**config.mk**
```make
export PLATFORM = sky130hd
export DESIGN_NAME = acc_top
export DESIGN_NICKNAME = d
export VERILOG_FILES = /design/src/acc_pkg.sv /design/src/control_unit.sv /design/src/acc_fsm.sv /design/src/step_counter.sv /design/src/operand_buffer.sv /design/src/mac_unit.sv /design/src/acc_top.sv
export SDC_FILE = /design/constraint.sdc
export NUM_CORES = 1
export LEC_CHECK = 0
export BUFFER_PORTS_ARGS = -buffer_cell sky130_fd_sc_hd__buf_4
export CORE_ASPECT_RATIO = 1.1
export CORE_MARGIN = 3
export CORE_UTILIZATION = 50
export DETAILED_ROUTE_END_ITERATION = 7
export PLACE_DENSITY = 0.79
export SLEW_MARGIN = 0
export SYNTH_ARGS = -nofsm -noshare
export SYNTH_HDL_FRONTEND = slang
export SYNTH_HIERARCHICAL = 1
export SYNTH_SLANG_ARGS = --single-unit
export TNS_END_PERCENT = 1
```
**constraint.sdc**
```tcl
create_clock -name clk -period 10.9 [get_ports clk]
set_input_delay 2.18 -clock clk [delete_from_list [all_inputs] [get_ports clk]]
set_output_delay 2.18 -clock clk [all_outputs]
set_load 0.03 [all_outputs]
```
**src/acc_pkg.sv**
```systemverilog
`default_nettype none

package acc_pkg;

    localparam int ELEM_W = 16; // A and B element width
    localparam int ACC_W  = 32; // Accumulator and C element width
    localparam int STEP_W = 3;  // Loop count field width, room for N up to 8

    typedef enum logic [6:0] {
        R     = 7'b0110011, // ADD SUB SLL SLT SLTU XOR SRL SRA OR AND
        I     = 7'b0010011, // ADDI SLTI SLTIU XORI ORI ANDI
        S     = 7'b0100011, // SB SH SW
        L     = 7'b0000011, // LB LH LW LBU LHU
        B     = 7'b1100011, // BEQ BNE BLT BGE BLTU BGEU
        LUI   = 7'b0110111,
        AUIPC = 7'b0010111,
        JAL   = 7'b1101111,
        JALR  = 7'b1100111,
        ACC   = 7'b0001011  // custom-0, matrix engine
    } rv_opcode_e;

    typedef enum logic [2:0] {
        LOAD   = 3'd0, // rs1 low half into A or B
        SAVE   = 3'd1, // C element out
        MATMUL = 3'd2, // C = A * B
        RESET  = 3'd3, // Clear A, B and C
        MOVE   = 3'd4  // A = trunc16(C)
    } acc_op_e;

    typedef enum logic [1:0] {
        FROM_ALU,
        FROM_MEM,
        FROM_PC
    } reg_src_e;

    typedef enum logic [1:0] {
        IDLE,
        RUN,
        DONE
    } acc_state_e;

    typedef struct packed {
        logic     branch;
        logic     jal;
        logic     jalr;
        logic     mem_read;
        logic     mem_write;
        logic     reg_write_enable;
        reg_src_e reg_src;
        logic [2:0] funct3; // Branch, load and store type alike
    } core_ctrl_t;

    typedef struct packed {
        logic              valid;
        acc_op_e           op;
        logic [6:0]        index; // instr[31:25]
        logic [ELEM_W-1:0] data;  // rs1 low half
    } acc_cmd_t;

    typedef struct packed {
        logic [STEP_W-1:0] i;
        logic [STEP_W-1:0] j;
        logic [STEP_W-1:0] k;
        logic              first_k;
        logic              last_k;
        logic              last;  // Final step of the product
    } step_t;

endpackage

`default_nettype wire

```
**src/control_unit.sv**
```systemverilog
`timescale 1ns/1ns
`default_nettype none

module control_unit (
    input  wire logic [31:0]        instr,
    input  wire logic               instr_valid,
    input  wire logic [31:0]        rs1_data,
    output acc_pkg::core_ctrl_t     core_ctrl,
    output acc_pkg::acc_cmd_t       raw_cmd
);

    acc_pkg::rv_opcode_e opcode;
    logic [2:0]          funct3;

    assign opcode = acc_pkg::rv_opcode_e'(instr[6:0]);
    assign funct3 = instr[14:12];

    always_comb begin
        core_ctrl = '0;                             // Plain ALU op as baseline
        core_ctrl.reg_src = acc_pkg::FROM_ALU;
        core_ctrl.funct3 = funct3;
        case (opcode)
            acc_pkg::R, acc_pkg::I, acc_pkg::LUI, acc_pkg::AUIPC: begin
                core_ctrl.reg_write_enable = 1'b1;  // Result from ALU
            end
            acc_pkg::S: begin
                core_ctrl.mem_write = 1'b1;
                core_ctrl.reg_src = acc_pkg::FROM_MEM;
            end
            acc_pkg::L: begin
                core_ctrl.mem_read = 1'b1;
                core_ctrl.reg_write_enable = 1'b1;
                core_ctrl.reg_src = acc_pkg::FROM_MEM;
            end
            acc_pkg::B: begin
                core_ctrl.branch = 1'b1;            // Compare type in funct3
            end
            acc_pkg::JAL: begin
                core_ctrl.jal = 1'b1;
                core_ctrl.reg_write_enable = 1'b1;  // Link address
                core_ctrl.reg_src = acc_pkg::FROM_PC;
            end
            acc_pkg::JALR: begin
                core_ctrl.jalr = 1'b1;
                core_ctrl.reg_write_enable = 1'b1;
                core_ctrl.reg_src = acc_pkg::FROM_PC;
            end
            acc_pkg::ACC: begin
                core_ctrl.reg_src = acc_pkg::FROM_MEM;
                core_ctrl.mem_read = (funct3 == acc_pkg::SAVE);         // C element back
                core_ctrl.reg_write_enable = (funct3 == acc_pkg::SAVE);
                core_ctrl.mem_write = (funct3 == acc_pkg::LOAD);        // Operand out
            end
            default: begin
                core_ctrl.funct3 = 3'd0;            // Unknown word reads as all zero
                core_ctrl.reg_src = acc_pkg::FROM_PC;
            end
        endcase
    end

    always_comb begin
        raw_cmd.index = instr[31:25];
        raw_cmd.data = rs1_data[acc_pkg::ELEM_W-1:0];
        raw_cmd.op = acc_pkg::acc_op_e'(funct3);
        raw_cmd.valid = instr_valid && (opcode == acc_pkg::ACC) && (funct3 <= 3'd4);
        if (funct3 > 3'd4) begin
            raw_cmd.op = acc_pkg::LOAD;              // Keep op a legal member
        end
    end

endmodule

`default_nettype wire

```
**src/acc_fsm.sv**
```systemverilog
`timescale 1ns/1ns
`default_nettype none

module acc_fsm (
    input  wire logic               clk,
    input  wire logic               rst_n,
    input  wire acc_pkg::acc_cmd_t  raw_cmd,
    input  wire logic               step_last,
    output acc_pkg::acc_cmd_t       issue_cmd,
    output logic                    count_en,
    output logic                    count_clear,
    output logic                    mac_en,
    output logic                    busy,
    output logic                    done
);

    acc_pkg::acc_state_e state;
    acc_pkg::acc_state_e state_nxt;
    logic                start;

    assign start = (state == acc_pkg::IDLE) && raw_cmd.valid && (raw_cmd.op == acc_pkg::MATMUL);

    always_comb begin
        state_nxt = state;
        case (state)
            acc_pkg::IDLE: begin
                if (start) begin
                    state_nxt = acc_pkg::RUN;
                end
            end
            acc_pkg::RUN: begin
                if (step_last && count_en) begin
                    state_nxt = acc_pkg::DONE;   // Last MAC lands this edge
                end
            end
            default: begin
                state_nxt = acc_pkg::IDLE;       // One cycle in DONE
            end
        endcase
    end

    always_ff @(posedge clk) begin
        if (!rst_n) begin
            state <= acc_pkg::IDLE;
        end else begin
            state <= state_nxt;
        end
    end

    // Commands pass only while idle, dropped otherwise
    always_comb begin
        issue_cmd = raw_cmd;
        if (state != acc_pkg::IDLE) begin
            issue_cmd.valid = 1'b0;
        end
    end

    assign count_clear = start;                  // Counter at zero for first RUN cycle
    assign count_en = (state == acc_pkg::RUN);
    assign mac_en = (state == acc_pkg::RUN);
    assign busy = (state != acc_pkg::IDLE);
    assign done = (state == acc_pkg::DONE);

endmodule

`default_nettype wire

```
**src/step_counter.sv**
```systemverilog
`timescale 1ns/1ns
`default_nettype none

module step_counter #(
    parameter int N = 2
) (
    input  wire logic       clk,
    input  wire logic       rst_n,
    input  wire logic       clear,
    input  wire logic       en,
    output acc_pkg::step_t  step
);

    localparam int IDX_W = $clog2(N);
    localparam int SW = acc_pkg::STEP_W;
    localparam logic [IDX_W-1:0] MAX = IDX_W'(N - 1); // Wrap value

    logic [IDX_W-1:0] i_cnt;
    logic [IDX_W-1:0] j_cnt;
    logic [IDX_W-1:0] k_cnt;

    always_ff @(posedge clk) begin
        if (!rst_n || clear) begin
            i_cnt <= '0;
            j_cnt <= '0;
            k_cnt <= '0;
        end else if (en) begin
            if (k_cnt == MAX) begin              // k innermost
                k_cnt <= '0;
                if (j_cnt == MAX) begin
                    j_cnt <= '0;
                    i_cnt <= (i_cnt == MAX) ? '0 : i_cnt + 1'b1;
                end else begin
                    j_cnt <= j_cnt + 1'b1;
                end
            end else begin
                k_cnt <= k_cnt + 1'b1;
            end
        end
    end

    always_comb begin
        step.i = SW'(i_cnt);
        step.j = SW'(j_cnt);
        step.k = SW'(k_cnt);
        step.first_k = (k_cnt == '0);            // Accumulator restarts
        step.last_k = (k_cnt == MAX);            // C element complete
        step.last = (k_cnt == MAX) && (j_cnt == MAX) && (i_cnt == MAX);
    end

endmodule

`default_nettype wire

```
**src/operand_buffer.sv**
```systemverilog
`timescale 1ns/1ns
`default_nettype none

module operand_buffer #(
    parameter int N = 2
) (
    input  wire logic                              clk,
    input  wire logic                              rst_n,
    input  wire acc_pkg::acc_cmd_t                 cmd,
    input  wire acc_pkg::step_t                    step,
    input  wire logic [N*N*acc_pkg::ACC_W-1:0]     c_flat,
    output logic signed [acc_pkg::ELEM_W-1:0]      a_elem,
    output logic signed [acc_pkg::ELEM_W-1:0]      b_elem
);

    localparam int IDX_W = $clog2(N);
    localparam int NN = N * N;
    localparam int AW = 2 * IDX_W;               // Row-major element address

    logic signed [acc_pkg::ELEM_W-1:0] a_mem [NN];
    logic signed [acc_pkg::ELEM_W-1:0] b_mem [NN];
    logic [AW-1:0] ld_addr;
    logic ld_a;
    logic ld_b;
    logic mv;
    logic clr;

    // NN is a power of two, so low bits give the B offset too
    assign ld_addr = cmd.index[AW-1:0];
    assign ld_a = cmd.valid && (cmd.op == acc_pkg::LOAD) && (int'(cmd.index) < NN);
    assign ld_b = cmd.valid && (cmd.op == acc_pkg::LOAD) && (int'(cmd.index) >= NN)
                  && (int'(cmd.index) < 2 * NN);
    assign mv = cmd.valid && (cmd.op == acc_pkg::MOVE);
    assign clr = cmd.valid && (cmd.op == acc_pkg::RESET);

    always_ff @(posedge clk) begin
        if (!rst_n || clr) begin
            for (int e = 0; e < NN; e++) begin
                a_mem[e] <= '0;
                b_mem[e] <= '0;
            end
        end else begin
            if (mv) begin
                for (int e = 0; e < NN; e++) begin
                    a_mem[e] <= c_flat[e*acc_pkg::ACC_W +: acc_pkg::ELEM_W]; // Low half of C
                end
            end else if (ld_a) begin
                a_mem[ld_addr] <= cmd.data;
            end
            if (ld_b) begin
                b_mem[ld_addr] <= cmd.data;
            end
        end
    end

    assign a_elem = a_mem[{step.i[IDX_W-1:0], step.k[IDX_W-1:0]}]; // A[i][k]
    assign b_elem = b_mem[{step.k[IDX_W-1:0], step.j[IDX_W-1:0]}]; // B[k][j]

endmodule

`default_nettype wire

```
**src/mac_unit.sv**
```systemverilog
`timescale 1ns/1ns
`default_nettype none

module mac_unit #(
    parameter int N = 2
) (
    input  wire logic                              clk,
    input  wire logic                              rst_n,
    input  wire logic                              en,
    input  wire acc_pkg::acc_cmd_t                 cmd,
    input  wire acc_pkg::step_t                    step,
    input  wire logic signed [acc_pkg::ELEM_W-1:0] a_elem,
    input  wire logic signed [acc_pkg::ELEM_W-1:0] b_elem,
    output logic [N*N*acc_pkg::ACC_W-1:0]          c_flat,
    output logic signed [acc_pkg::ACC_W-1:0]       save_data,
    output logic                                   save_valid
);

    localparam int IDX_W = $clog2(N);
    localparam int NN = N * N;
    localparam int AW = 2 * IDX_W;

    logic signed [acc_pkg::ACC_W-1:0] c_mem [NN];
    logic signed [acc_pkg::ACC_W-1:0] acc;
    logic signed [acc_pkg::ACC_W-1:0] prod;
    logic signed [acc_pkg::ACC_W-1:0] sum;
    logic [AW-1:0] wr_addr;
    logic clr;
    logic sv;

    assign prod = a_elem * b_elem;                       // Sign extended to 32 bits
    assign sum = step.first_k ? prod : acc + prod;       // Fresh sum on new element
    assign wr_addr = {step.i[IDX_W-1:0], step.j[IDX_W-1:0]}; // C[i][j]
    assign clr = cmd.valid && (cmd.op == acc_pkg::RESET);
    assign sv = cmd.valid && (cmd.op == acc_pkg::SAVE);

    always_ff @(posedge clk) begin
        if (en) begin
            acc <= sum;
        end
    end

    always_ff @(posedge clk) begin
        if (!rst_n || clr) begin
            for (int e = 0; e < NN; e++) begin
                c_mem[e] <= '0;
            end
        end else if (en && step.last_k) begin
            c_mem[wr_addr] <= sum;                       // Includes current product
        end
    end

    always_ff @(posedge clk) begin
        if (!rst_n) begin
            save_valid <= 1'b0;
        end else begin
            save_valid <= sv;                            // One cycle after strobe
        end
    end

    always_ff @(posedge clk) begin
        if (sv) begin
            save_data <= (int'(cmd.index) < NN) ? c_mem[cmd.index[AW-1:0]] : '0;
        end
    end

    always_comb begin
        for (int e = 0; e < NN; e++) begin
            c_flat[e*acc_pkg::ACC_W +: acc_pkg::ACC_W] = c_mem[e]; // Element 0 at LSB
        end
    end

endmodule

`default_nettype wire

```
**src/acc_top.sv**
```systemverilog
`timescale 1ns/1ns
`default_nettype none

module acc_top #(
    parameter int N = 2 // Power of two, 2*N*N <= 128
) (
    input  wire logic                         clk,
    input  wire logic                         rst_n,
    input  wire logic [31:0]                  instr,
    input  wire logic                         instr_valid,
    input  wire logic [31:0]                  rs1_data,
    output acc_pkg::core_ctrl_t               core_ctrl,
    output logic                              busy,
    output logic                              done,
    output logic signed [acc_pkg::ACC_W-1:0]  save_data,
    output logic                              save_valid
);

    acc_pkg::acc_cmd_t raw_cmd;                  // Decoded, before busy filter
    acc_pkg::acc_cmd_t issue_cmd;                // Accepted by the engine
    acc_pkg::step_t    step;
    logic count_en;
    logic count_clear;
    logic mac_en;
    logic signed [acc_pkg::ELEM_W-1:0] a_elem;
    logic signed [acc_pkg::ELEM_W-1:0] b_elem;
    logic [N*N*acc_pkg::ACC_W-1:0] c_flat;

    control_unit u_ctrl (
        .instr       (instr),
        .instr_valid (instr_valid),
        .rs1_data    (rs1_data),
        .core_ctrl   (core_ctrl),
        .raw_cmd     (raw_cmd)
    );

    acc_fsm u_fsm (
        .clk         (clk),
        .rst_n       (rst_n),
        .raw_cmd     (raw_cmd),
        .step_last   (step.last),
        .issue_cmd   (issue_cmd),
        .count_en    (count_en),
        .count_clear (count_clear),
        .mac_en      (mac_en),
        .busy        (busy),
        .done        (done)
    );

    step_counter #(.N(N)) u_cnt (
        .clk   (clk),
        .rst_n (rst_n),
        .clear (count_clear),
        .en    (count_en),
        .step  (step)
    );

    operand_buffer #(.N(N)) u_buf (
        .clk    (clk),
        .rst_n  (rst_n),
        .cmd    (issue_cmd),
        .step   (step),
        .c_flat (c_flat),
        .a_elem (a_elem),
        .b_elem (b_elem)
    );

    mac_unit #(.N(N)) u_mac (
        .clk        (clk),
        .rst_n      (rst_n),
        .en         (mac_en),
        .cmd        (issue_cmd),
        .step       (step),
        .a_elem     (a_elem),
        .b_elem     (b_elem),
        .c_flat     (c_flat),
        .save_data  (save_data),
        .save_valid (save_valid)
    );

endmodule

`default_nettype wire

```
After elaboration in Yosys (flattened, before gate mapping)
Memory sizes are Yosys's and may differ from the RTL's. A register that Yosys moved wholly into a read port is not among the register bits.
Cells that the tools add are included.
{"block": "word_totals", "regBits": 38, "mem_bits_rw": 256, "inputBits": 67, "output_inout_bits": 46, "word_cells": 120, "mem_count": 3}
{"block": "op_classes", "add_sub_neg": 4, "mul": 1, "magnitude_cmp": 5, "n_eq_ne": 19, "muxes": 45, "bitwise_logic": 4, "n_reduce_logical": 33}
{"name": "u_mac.c_mem", "depth": 4, "word_bits": 32, "read_ports": 5, "rd_clocked_by_memory_dff": 1, "write_ports": 4, "line_no": "mac_unit.sv:23", "source": "logic signed [acc_pkg::ACC_W-1:0] c_mem [NN];"}
{"name": "u_buf.a_mem", "depth": 4, "word_bits": 16, "read_ports": 1, "rd_clocked_by_memory_dff": 0, "write_ports": 4, "line_no": "operand_buffer.sv:20", "source": "logic signed [acc_pkg::ELEM_W-1:0] a_mem [NN];"}
{"name": "u_buf.b_mem", "depth": 4, "word_bits": 16, "read_ports": 1, "rd_clocked_by_memory_dff": 0, "write_ports": 4, "line_no": "operand_buffer.sv:21", "source": "logic signed [acc_pkg::ELEM_W-1:0] b_mem [NN];"}
{"op": "$mux 16", "n": 6}
{"op": "$mux 32", "n": 2}
{"op": "$add 32x32->32", "n": 1}
{"op": "$mul 16x16->32", "n": 1}
{"op": "$reduce_or 16->1", "n": 2}
{"op": "$reduce_or 32->1", "n": 1}
{"op": "$mux 1", "n": 25}
{"op": "$eq 7x6->1 const B", "n": 3}
{"op": "$eq 7x7->1 const B", "n": 3}
{"op": "$logic_and 1x1->1", "n": 15}
{"op": "$eq 7x5->1 const B", "n": 2}
{"op": "$mux 2", "n": 5}
{"op": "$reduce_or 10->1", "n": 1}
{"op": "$pmux 2 s2", "n": 2}
{"op": "$eq 7x2->1 const B", "n": 1}
{"op": "$eq 7x4->1 const B", "n": 1}
{"op": "$ge 7x3->1 const B", "n": 1}
{"op": "$lt 7x3->1 const B", "n": 1}
{"op": "$lt 7x4->1 const B", "n": 1}
{"op": "$reduce_or 7->1", "n": 1}
{"op": "$eq 3x1->1 const B", "n": 2}
{"op": "$eq 3x2->1 const B", "n": 2}
{"op": "$logic_not 3->1", "n": 2}
{"op": "$mux 3", "n": 2}
{"op": "18 further kinds", "n": 28}

Longest topological paths before layout
{"block": "depth", "depth_word": 12, "mapped_depth": 37, "mapped_depth_nobuf": 33}

Cells and area by module
Netlist, hierarchy kept.
{"mod": "mac_unit", "instances": 1, "cells_each": 1858, "area_each_um2": 19381.1, "seq_area_each_um2": 5785.5}
{"mod": "operand_buffer", "instances": 1, "cells_each": 389, "area_each_um2": 6088.3, "seq_area_each_um2": 3843.7}
{"mod": "control_unit", "instances": 1, "cells_each": 58, "area_each_um2": 400.4, "seq_area_each_um2": 0.0}
{"mod": "acc_fsm", "instances": 1, "cells_each": 39, "area_each_um2": 322.8, "seq_area_each_um2": 40.0}
{"mod": "step_counter", "instances": 1, "cells_each": 26, "area_each_um2": 224.0, "seq_area_each_um2": 60.1}

Least setup slack after synthesis
OpenSTA, ideal clock, no wires.
{"block": "synth_path", "path_kind": "register to register", "start": "register u_cnt.j_cnt", "end": "memory u_mac/c_mem[3][31] (netlist name) (data pin)", "setup_ns": 0.261, "arrival_time_ns": 8.647, "required_time_ns": 10.639, "path_slack_ns": 1.992, "stages_incl_launch_ff": 35, "path_buffers": 4, "synth_period_minus_slack_ns": 8.908, "cell_sequence": "dfxtp_1 buf_4 buf_2 buf_1 mux4_2 clkbuf_1 and2_1 fa_1 inv_1 fa_1 fa_1 inv_1 fa_1 fa_1 inv_1 fa_1 inv_1 ha_1 a211oi_1 o21ai_0 a211oi_1 o21ai_1 a21boi_1 o21ai_1 xor2_1 ha_1 nand2_1 o21a_1 nor2_1 or4_1 a21oi_1 a21oi_1 o21a_1 xnor3_2 nor2_1"}
{"item": "from (decl)", "line_no": "step_counter.sv:19", "source": "logic [IDX_W-1:0] j_cnt;"}
{"item": "from (signal assigned)", "line_no": "step_counter.sv:34", "source": "j_cnt <= j_cnt + 1'b1;"}
{"item": "to (decl)", "line_no": "mac_unit.sv:23"}

==> key figures <==
Status
  – Status: finished, final reports clean

Clocking
  – Clock Sinks: 326
  – Clock slew at reported path FFs: 70 ps
  – Post-CTS setup repair buffer count: 0
  – Post-CTS sizing: 0
  – Root Driver: clkbuf_16
  – # hold bufs at CTS: 0
  – CTS buffer count: 31
  – Worst skew pair latency: 580 ps
  – H-tree depth: 1
  – Clk buf depth: 3
  – CTS tree: yes

Flow run
  – Max-Cap Viols: 0

Die
  – Die height: 247 microns
  – CORE AREA: 51700 sq um
  – I/O Pins: 113
  – Die width: 225 microns
  – Die ar.: 55500 sq um
  – Row count: 87
  – Initial core utilization: 0.510

Routing
  – WL final: 64200 microns
  – First-pass DRT Iterations: 6
  – Routed Antenna Nets: 0
  – Starting DRT DRC Count: 1783
  – Via density: 5.97
  – Routed wire per std cell: 21.3 microns
  – Vias: 18000
  – # DRC: 0

Synthesis
  – Count of warnings emitted by yosys: 6
  – Synth Cell Area: 26400 sq um
  – Cells after synthesis: 2363
  – Syn nets: 2808
  – Syn_area_per_cell: 11.2 sq um

Placement
  – Gpl congestion: 0.882
  – Port Buffer Count: 81
  – Hpwl dp: 46000 microns

STA
  – Setup TNS: 0 ps
  – Worst slew margin: 0.199
  – Fin crit period: 10070 ps
  – Skew final: 23.0 ps
  – Hold Vio Cnt, Final: 0
  – Fmax: 99.3 MHz
  – Slew @ Worst Pin: 1200 ps
  – Number of max-slew violations in the final report: 0
  – Part of the cycle the worst path needs: 0.924
  – RSZ-0062 raised after global routing: false
  – Smallest hold slack: 566 ps
  – Final setup vio count: 0

Setup path
  – CP max stage delay: 900 ps
  – Startpoint Class: flop
  – CP max FO: 16
  – Worst setup EP type: flop
  – Reg2reg start: u_cnt/j_cnt
  – R2R setup slack: 830 ps
  – Req. time, crit path: 11190 ps
  – R2R cell count: 31
  – Most frequent CP cell: fa_1
  – Slowest-stage cell, CP: dfxtp_1
  – Worst reg2reg endpoint: u_mac/c_mem[2][31]
  – WS Path Type: flop to flop
  – Worst EP arrival: 10370 ps

Hold path
  – Worst hold start: u_mac/c_mem[3][14]
  – Hold Path Sink: u_buf/a_mem[3][14]
  – Hold Path Cell Cnt: 1
  – Worst hold path class: flop to flop

Global routing
  – Initial antenna violation count: 1
  – Largest net degree at the start of global routing: 73
  – First-pass GRT wire length: 102000 microns
  – Vias in the first global route: 19200
  – Tot GR Track Use: 0.233
  – Total grt overflow: 0

Layout
  – Area grow syn2layout: 7.07%
  – Fin util: 0.546
  – Ant. Diodes: 0
  – Total Nets Final: 2774
  – Layout cells sized above 1: 0.109
worst max-delay path, delay by kind of cell (launching register included):
kind | cells | cell delay, ps
AOI/OAI and AO/OA | 10 | 2040
xor gates and xnor gates | 2 | 910
adders and majority gates | 8 | 3720
buffers and inverters | 5 | 590
DFF | 1 | 900
muxes | 1 | 730
and+or+nand+nor | 5 | 880
sequential cells by signal, indices dropped and copies added (netlist names):
signal and count:
u_mac/c_mem 128, u_mac/save_valid 1, u_cnt/k_cnt 1, u_fsm/state 2, u_cnt/j_cnt 1, u_mac/save_data 32, u_buf/b_mem 64, u_buf/a_mem 64
u_cnt/i_cnt 1, u_mac/acc 32
cell usage in the layout (no fill, tap or decap), types with 12 or more instances in the layout:
cell type,count
inv_1,343
edfxtp_1,320
fa_1,263
nor2_1,190
nand2_1,189
and2_1,131
ha_1,115
buf_4,104
nor3_1,73
a32o_1,64
mux4_2,64
a21oi_1,64
and3_1,41
xnor2_1,36
o21ai_0,36
clkbuf_16,31
xor2_1,24
nand3_1,17
o21a_1,17
a21o_1,16
o21ai_1,15
mux2i_1,13
nand2b_1,12
nor2b_1,12
per-stage QoR:
step,cells,area [sq um],worst slack [ps]
after floorplan,2363,26400,1990
after global placement,2963,27100,1070
after detailed placement,2963,27100,958
after CTS,3020,28200,858
after global routing,3020,28200,327
final,3020,28200,827
area by class of cell:
cell class                      count  area (sq um)
Clock buffer                       38           802
Clock inverter                     19           294
Fill cell                        4081         23500
Inverter                          343          1290
Multi-Input combinational cell   1522         14500
Sequential cell                   326          9730
Tap cell                          667           835
Timing Repair Buffer              105           801
how the worst max path moves through the flow:
stage / start / endpoint / slack, ps / cells after the start
6_report: u_cnt/j_cnt / u_mac/c_mem[2][31] / 830 / 31
5_1_grt: u_cnt/j_cnt / u_mac/c_mem[3][31] / 330 / 31
4_1_cts: u_cnt/j_cnt / u_mac/c_mem[2][31] / 860 / 31
3_5_place_dp: u_cnt/j_cnt / u_mac/c_mem[2][31] / 960 / 27
3_3_place_gp: u_cnt/j_cnt / u_mac/c_mem[2][31] / 1070 / 31
2_1_floorplan: u_cnt/j_cnt / u_mac/c_mem[3][31] / 1990 / 34
metal layers:
layer / GRT usage / wire length [microns] / up-vias
met5: 0 / 0 / -
met4: 0.0920 / 2340 / 0
met3: 0.0337 / 5060 / 171
met2: 0.416 / 33200 / 900
met1: 0.286 / 23600 / 9061
li1: - / - / 7892
Power is left out: the tool's default activity adds up to more than one toggle a clock period on the data nets, which glitch-free logic cannot reach.
